--- config.mk ---
export PLATFORM = sky130hd
export DESIGN_NAME = rv_fetch
export DESIGN_NICKNAME = d
export VERILOG_FILES = /design/src/verilog/rv32_isa_pkg.sv /design/src/verilog/pipe_pkg.sv /design/src/verilog/rv_fetch.sv
export VERILOG_INCLUDE_DIRS = /design/src /design/src/verilog
export SDC_FILE = /design/constraint.sdc
export NUM_CORES = 1
export LEC_CHECK = 0
export BUFFER_PORTS_ARGS = -buffer_cell sky130_fd_sc_hd__clkbuf_2
export CAP_MARGIN = 15
export CORE_AREA = 3 3 88 90
export DETAILED_ROUTE_END_ITERATION = 6
export DIE_AREA = 0 0 91 93
export GPL_ROUTABILITY_DRIVEN = 0
export GPL_TIMING_DRIVEN = 0
export HOLD_SLACK_MARGIN = 0.12
export PLACE_DENSITY = 0.81
export SLEW_MARGIN = 0
export SYNTH_ARGS = -nofsm -noshare
export SYNTH_HDL_FRONTEND = slang
export SYNTH_SLANG_ARGS = --single-unit
--- constraint.sdc ---
create_clock -name clk -period 3.29 [get_ports clk]
set_input_delay 0.1645 -clock clk [delete_from_list [all_inputs] [get_ports clk]]
set_output_delay 0.1645 -clock clk [all_outputs]
set_load 0.03 [all_outputs]
--- src/verilog/core_params.svh ---
// --------------------------------------------------
// core-wide sizes and the reset fetch address
// include wherever these widths are needed
// --------------------------------------------------
`ifndef CORE_PARAMS_SVH
`define CORE_PARAMS_SVH

// data and address width
`define XLEN 32

// first fetch address after reset
`define RESET_PC 32'h0000_0000

// words in the instruction memory model
`define IMEM_DEPTH 1024

`endif
--- src/verilog/rv32_isa_pkg.sv ---
// --------------------------------------------------
// RV32 encoding fields and ALU operations for the
// four supported instructions ADD, SUB, XOR, ADDI
// --------------------------------------------------
package rv32_isa_pkg;

    // architectural register number
    typedef logic [4:0] reg_idx_t;

    // major opcodes, instr[6:0]
    typedef enum logic [6:0] {
        OPC_OP     = 7'b0110011,
        OPC_OP_IMM = 7'b0010011
    } opcode_e;

    // funct3, instr[14:12]
    localparam logic [2:0] F3_ADD_SUB = 3'b000;
    localparam logic [2:0] F3_XOR     = 3'b100;

    // funct7, instr[31:25]
    localparam logic [6:0] F7_BASE = 7'b0000000;
    localparam logic [6:0] F7_SUB  = 7'b0100000;

    // ALU operation carried to execute
    typedef enum logic [1:0] {
        ALU_ADD = 2'd0,
        ALU_SUB = 2'd1,
        ALU_XOR = 2'd2
    } alu_op_e;

endpackage

--- src/verilog/pipe_pkg.sv ---
// --------------------------------------------------
// records passed between pipeline stages and the
// forwarding select used by decode
// --------------------------------------------------
`include "core_params.svh"

package pipe_pkg;

    import rv32_isa_pkg::*;

    // fetch to decode
    typedef struct packed {
        logic [`XLEN-1:0] pc;
        logic [31:0]      instr;
    } if_id_t;

    // decode to execute, operands already resolved
    typedef struct packed {
        logic             valid;
        reg_idx_t         rd;
        logic             we;
        alu_op_e          alu_op;
        logic [`XLEN-1:0] opa;
        logic [`XLEN-1:0] opb;
    } id_ex_t;

    // where an operand comes from
    typedef enum logic {
        FWD_RF = 1'b0,
        FWD_EX = 1'b1
    } fwd_sel_e;

endpackage

--- src/verilog/rv_fetch.sv ---
// --------------------------------------------------
// fetch stage: program counter, request/grant port
// and the fetch-to-decode register
// --------------------------------------------------
`timescale 1ns/1ps
`include "core_params.svh"

module rv_fetch
    import pipe_pkg::*;
(
    input  logic             clk,
    input  logic             rst_n,
    output logic [`XLEN-1:0] instr_addr,
    output logic             instr_req,
    input  logic             instr_gnt,
    input  logic [31:0]      instr_data,
    output logic             if_valid,
    output if_id_t           if_rec
);

    localparam logic [`XLEN-1:0] PC_STEP = `XLEN'(4);

    logic [`XLEN-1:0] pc;
    logic             req_q;
    logic             fire;

    // a fetch completes when request and grant meet
    assign fire = req_q & instr_gnt;

    // address stays put until granted
    assign instr_addr = pc;
    assign instr_req  = req_q;

    always_ff @(posedge clk or negedge rst_n) begin
        if (!rst_n) begin
            pc       <= `RESET_PC;
            req_q    <= 1'b0;
            if_valid <= 1'b0;
        end else begin
            req_q    <= 1'b1;
            if_valid <= fire;
            if (fire) begin
                pc <= pc + PC_STEP;
            end
        end
    end

    // granted word together with its address
    always_ff @(posedge clk) begin
        if (fire) begin
            if_rec.pc    <= pc;
            if_rec.instr <= instr_data;
        end
    end

endmodule

### After elaboration in Yosys (flattened, before gate mapping)

Cells that the tools add are included.

| word-level totals | value |
|---|---|
| output and inout port bits | 98 |
| input port bits | 35 |
| logic and storage cells | 7 |
| register bits after elaboration | 98 |

| operators by class | value |
|---|---|
| bitwise operators | 1 |
| add/subtract/negate cells | 1 |

Operator list:

| operator | count |
|---|---|
| $add A32 B3 Y32 const B | 1 |
| $and A1 B1 Y1 | 1 |

### Longest topological paths before layout

| logic depth | value |
|---|---|
| word-level depth | 1 |
| depth in mapped cells | 5 |
| gate-level depth less buffers | 4 |

### Worst setup path before layout

OpenSTA, ideal clock, no wires.

| path | value |
|---|---|
| kind | register to register |
| start | register req_q, in the netlist instr_req |
| end | register pc[3], in the netlist instr_addr[3] |
| data arrival time | 2.951 ns |
| path slack | 0.210 ns |
| cell stages (with the launch flop) | 4 |
| buffers on the path | 1 |
| cells stage by stage | dfrtp_1 > and2_1 > clkbuf_1 > mux2_2 |

| between the ends | value |
|---|---|
| word-level cells in the longest chain between the ends | 1 |

Ends and longest elaborated chain:

| item | RTL line | RTL |
|---|---|---|
| start: declaration | rv_fetch.sv:24 | `logic req_q;` |
| start signal: assignment | rv_fetch.sv:37 | `req_q <= 1'b0;` |
| start signal: assignment | rv_fetch.sv:40 | `req_q <= 1'b1;` |
| $and A1 B1 Y1 | rv_fetch.sv:28 | `assign fire = req_q & instr_gnt;` |
| via fire | rv_fetch.sv:25 | `logic fire;` |
| end signal: assignment | rv_fetch.sv:36 | `` pc <= `RESET_PC; `` |
| end signal: assignment | rv_fetch.sv:43 | `pc <= pc + PC_STEP;` |
| end: declaration | rv_fetch.sv:23 | `` logic [`XLEN-1:0] pc; `` |

The timed path passes the listed nets, and every way through them passes these cells.
A chain may end at the register's enable or synchronous reset.

### Worst setup path after layout

Ends and elaborated chain as after synthesis.

==> out/qor.csv <==
metric;value;unit
clockBufferDepth;2;
synth.top_cell.area_share;0.556;
root_buffer;clkbuf_8;
layout.nets;403;
die_w;91;um
drt_iter0_drc;221;
die-area;0.00846;mm2
finalClockSkew;16.1;ps
wl_per_cell;17.9;um
grt_pass1_wl;13.2;mm
grt_max_degree;67;
cp.depth;3;
p_sw_frac;0.267;
path_clk_slew;90;ps
hp-class;primary input to flop;
yosysSeqAreaShare;0.795;
first_global_vias;2319;
cts_resized;0;
die_h;93;um
max_freq;579;MHz
critPathMaxStageDelay;690;ps
combPwrFrac;0.128;
rsz0062_at_grt;false;
multi_input_area;636;um2
path_max_fanout;66;
synth_top_area_cell;edfxtp_1;
slew_headroom;0.404;
final-max-slew-violation-count;0;
tritoncts;built;
start_util;0.469;
synthTopCellsByArea;edfxtp_1, dfrtp_1, xnor2_1, nand4_1, and2_1;
slowest_stage;clkbuf_4;
cp-end-kind;flop;
fin_area;0.00468;mm2
grt_overflow;0;
synthToLayoutAreaGrowth;39.7;%
crit_family;buffers and inverters;
r2r_cells;3;
antenna_found_initial;0;
synthesis.area;0.00335;mm2
p_seq_frac;0.546;
numPortBuffers;128;
hold_viol;0;
synth.distinct_cells;21;
grt_use_total;0.206;
irDropWorstVdd;0.000338;V
r2r-end;instr_addr[3]$_DFFE_PN0P_;
yosysWarningCount;0;
num_rows;31;
setup_slack;1560;ps
cap_violations;0;
cp-start-kind;flop;
io_pins;133;
ys_ff_latch;94;
cp-startpoint;instr_req$_DFF_PN0_;
clkPwrFrac;0.326;
r2r-start;instr_req$_DFF_PN0_;
min_period;1730;ps
p_sw;689;uW
synthCells;192;
crit_path_cell_trace;and2_1 > clkbuf_4 > mux2_2;
final_layout_size_suffix_gt1_frac;0.419;
setup.worst_path.end;instr_addr[3]$_DFFE_PN0P_;
cts.sinks;94;
tightest_slew;895;ps
finalSetupViolCount;0;
cp.required;3530;ps
p_leak;2.14;nW
num-fill-cells;514;
status;completed;
post-place-ws;1530;ps
dr_total_vias;2319;
synth_area_per_cell;17.5;um2
fin_crit_sh;0.525;
dpl.hpwl;5.11;mm
intPower;1.89;mW
p_per_area;550;mW/mm2
dpl_cell_area;0.00413;mm2
p_total;2.57;mW
viasPerCell;4.92;
path_class;flop to flop;
critPathBufInv;1;
clk_latency;370;ps
antenna_cells;0;
htreeDepth;3;
wirelength;8.45;mm
ant_nets;0;
drc;0;
arrival;1970;ps
regArea;0.00266;mm2
cts_buffers;9;
core_region_area;0.00714;mm2
drt_first_pass_iters;4;
r2r_slack;1560;ps
==> flip-flops by register name, summed over array words and instances (netlist names) <==
name and count:
if_rec 62, instr_addr 30, if_valid 1, instr_req 1
==> layer usage <==
layer,track usage,wire length [um],up-vias
met1,0.258,3360,1161
met4,0.0666,95,0
met5,0,0,-
li1,-,-,1040
met3,0.0668,672,8
met2,0.343,4320,110
==> stage by stage <==
step / hold slack (ps) / utilization / cells / setup TNS [ps]
floorplan: -131 / - / 195 / 0
global placement: 289 / 0.578 / 422 / -6580
detailed placement: 299 / 0.579 / 422 / 0
CTS: 258 / 0.656 / 471 / 0
global route: 317 / 0.656 / 471 / 0
finish: 277 / 0.656 / 471 / 0
==> layout make-up <==
| cell class | instances | share of cell area |
|---|---|---|
| buffer | 10 | 0.0144 |
| clock buffer | 10 | 0.0273 |
| clock inverter | 6 | 0.0198 |
| multi-input combinational | 91 | 0.136 |
| sequential | 94 | 0.569 |
| tap | 99 | 0.0265 |
| timing repair buffer | 161 | 0.207 |
==> worst min path at each step <==
stage,end,startpoint,cells past startpoint
finish,instr_addr[5]$_DFFE_PN0P_,instr_gnt,4
global route,instr_addr[5]$_DFFE_PN0P_,instr_gnt,4
CTS,instr_addr[5]$_DFFE_PN0P_,instr_gnt,4
detailed placement,instr_addr[28]$_DFFE_PN0P_,rst_n,1
global placement,instr_addr[28]$_DFFE_PN0P_,rst_n,1
floorplan,if_valid$_DFF_PN0_,rst_n,0
==> worst min-delay path, cell delays in order <==
cell and delay, ps:
clkbuf_2 100, and3_1 190, nand3_1 100, xnor2_1 60
==> power groups by stage <==
stage / clock network (mW) / logic [mW] / registers (mW)
after global routing: 0.902 / 0.351 / 1.42
after detailed placement: 0 / 0.297 / 1.43
after floorplan: 0 / 0.0679 / 1.55
final: 0.840 / 0.330 / 1.40
after CTS: 0.854 / 0.331 / 1.41
after global placement: 0 / 0.292 / 1.43
==> logic make-up (layout without fill, tap and decap cells) <==
kind of cell,Yosys count,count (layout),share of synthesized area
flip-flops,94,94,0.795
other,2,5,0.00224
adder cells (fa/ha/maj),1,1,0.00373
AND/OR/NAND/NOR,55,55,0.101
multiplexers,1,1,0.00336
XOR/XNOR,29,29,0.0758
buffers and inverters,10,187,0.0190
==> repair_timing <==
action                                  in CTS  in global routing
endpoints found under the hold margin       64                  0
endpoints found under the setup margin       0                  0
buffers inserted                             0                  0
hold buffers                                33                  0
==> cell usage after synthesis <==
library cell  count
ha_1              1
and3_1            5
nand3_1           9
buf_4             4
nor4_1            2
xnor2_1          24
conb_1            2
edfxtp_1         62
buf_6             1
xor2_1            5
and4_1            7
nand2_2           1
nand4_1          12
buf_2             3
dfrtp_1          32
clkbuf_1          2
and2_1           10
nand2_1           7
mux2_2            1
and2_2            1
and4_4            1
==> layout by cell type (no fill, tap or decap), drive strengths merged <==
master and n:
clkbuf 140, edfxtp 62, dlygate4sd3 33, dfrtp 32
xnor2 24, nand4 12, and2 11, nand3 9
and4 8, nand2 8, buf 8, and3 5
xor2 5, conb 5, nor4 2, clkinvlp 2
inv 2, bufinv 2, mux2 1, ha 1
Power figures use the tool's default switching activity.
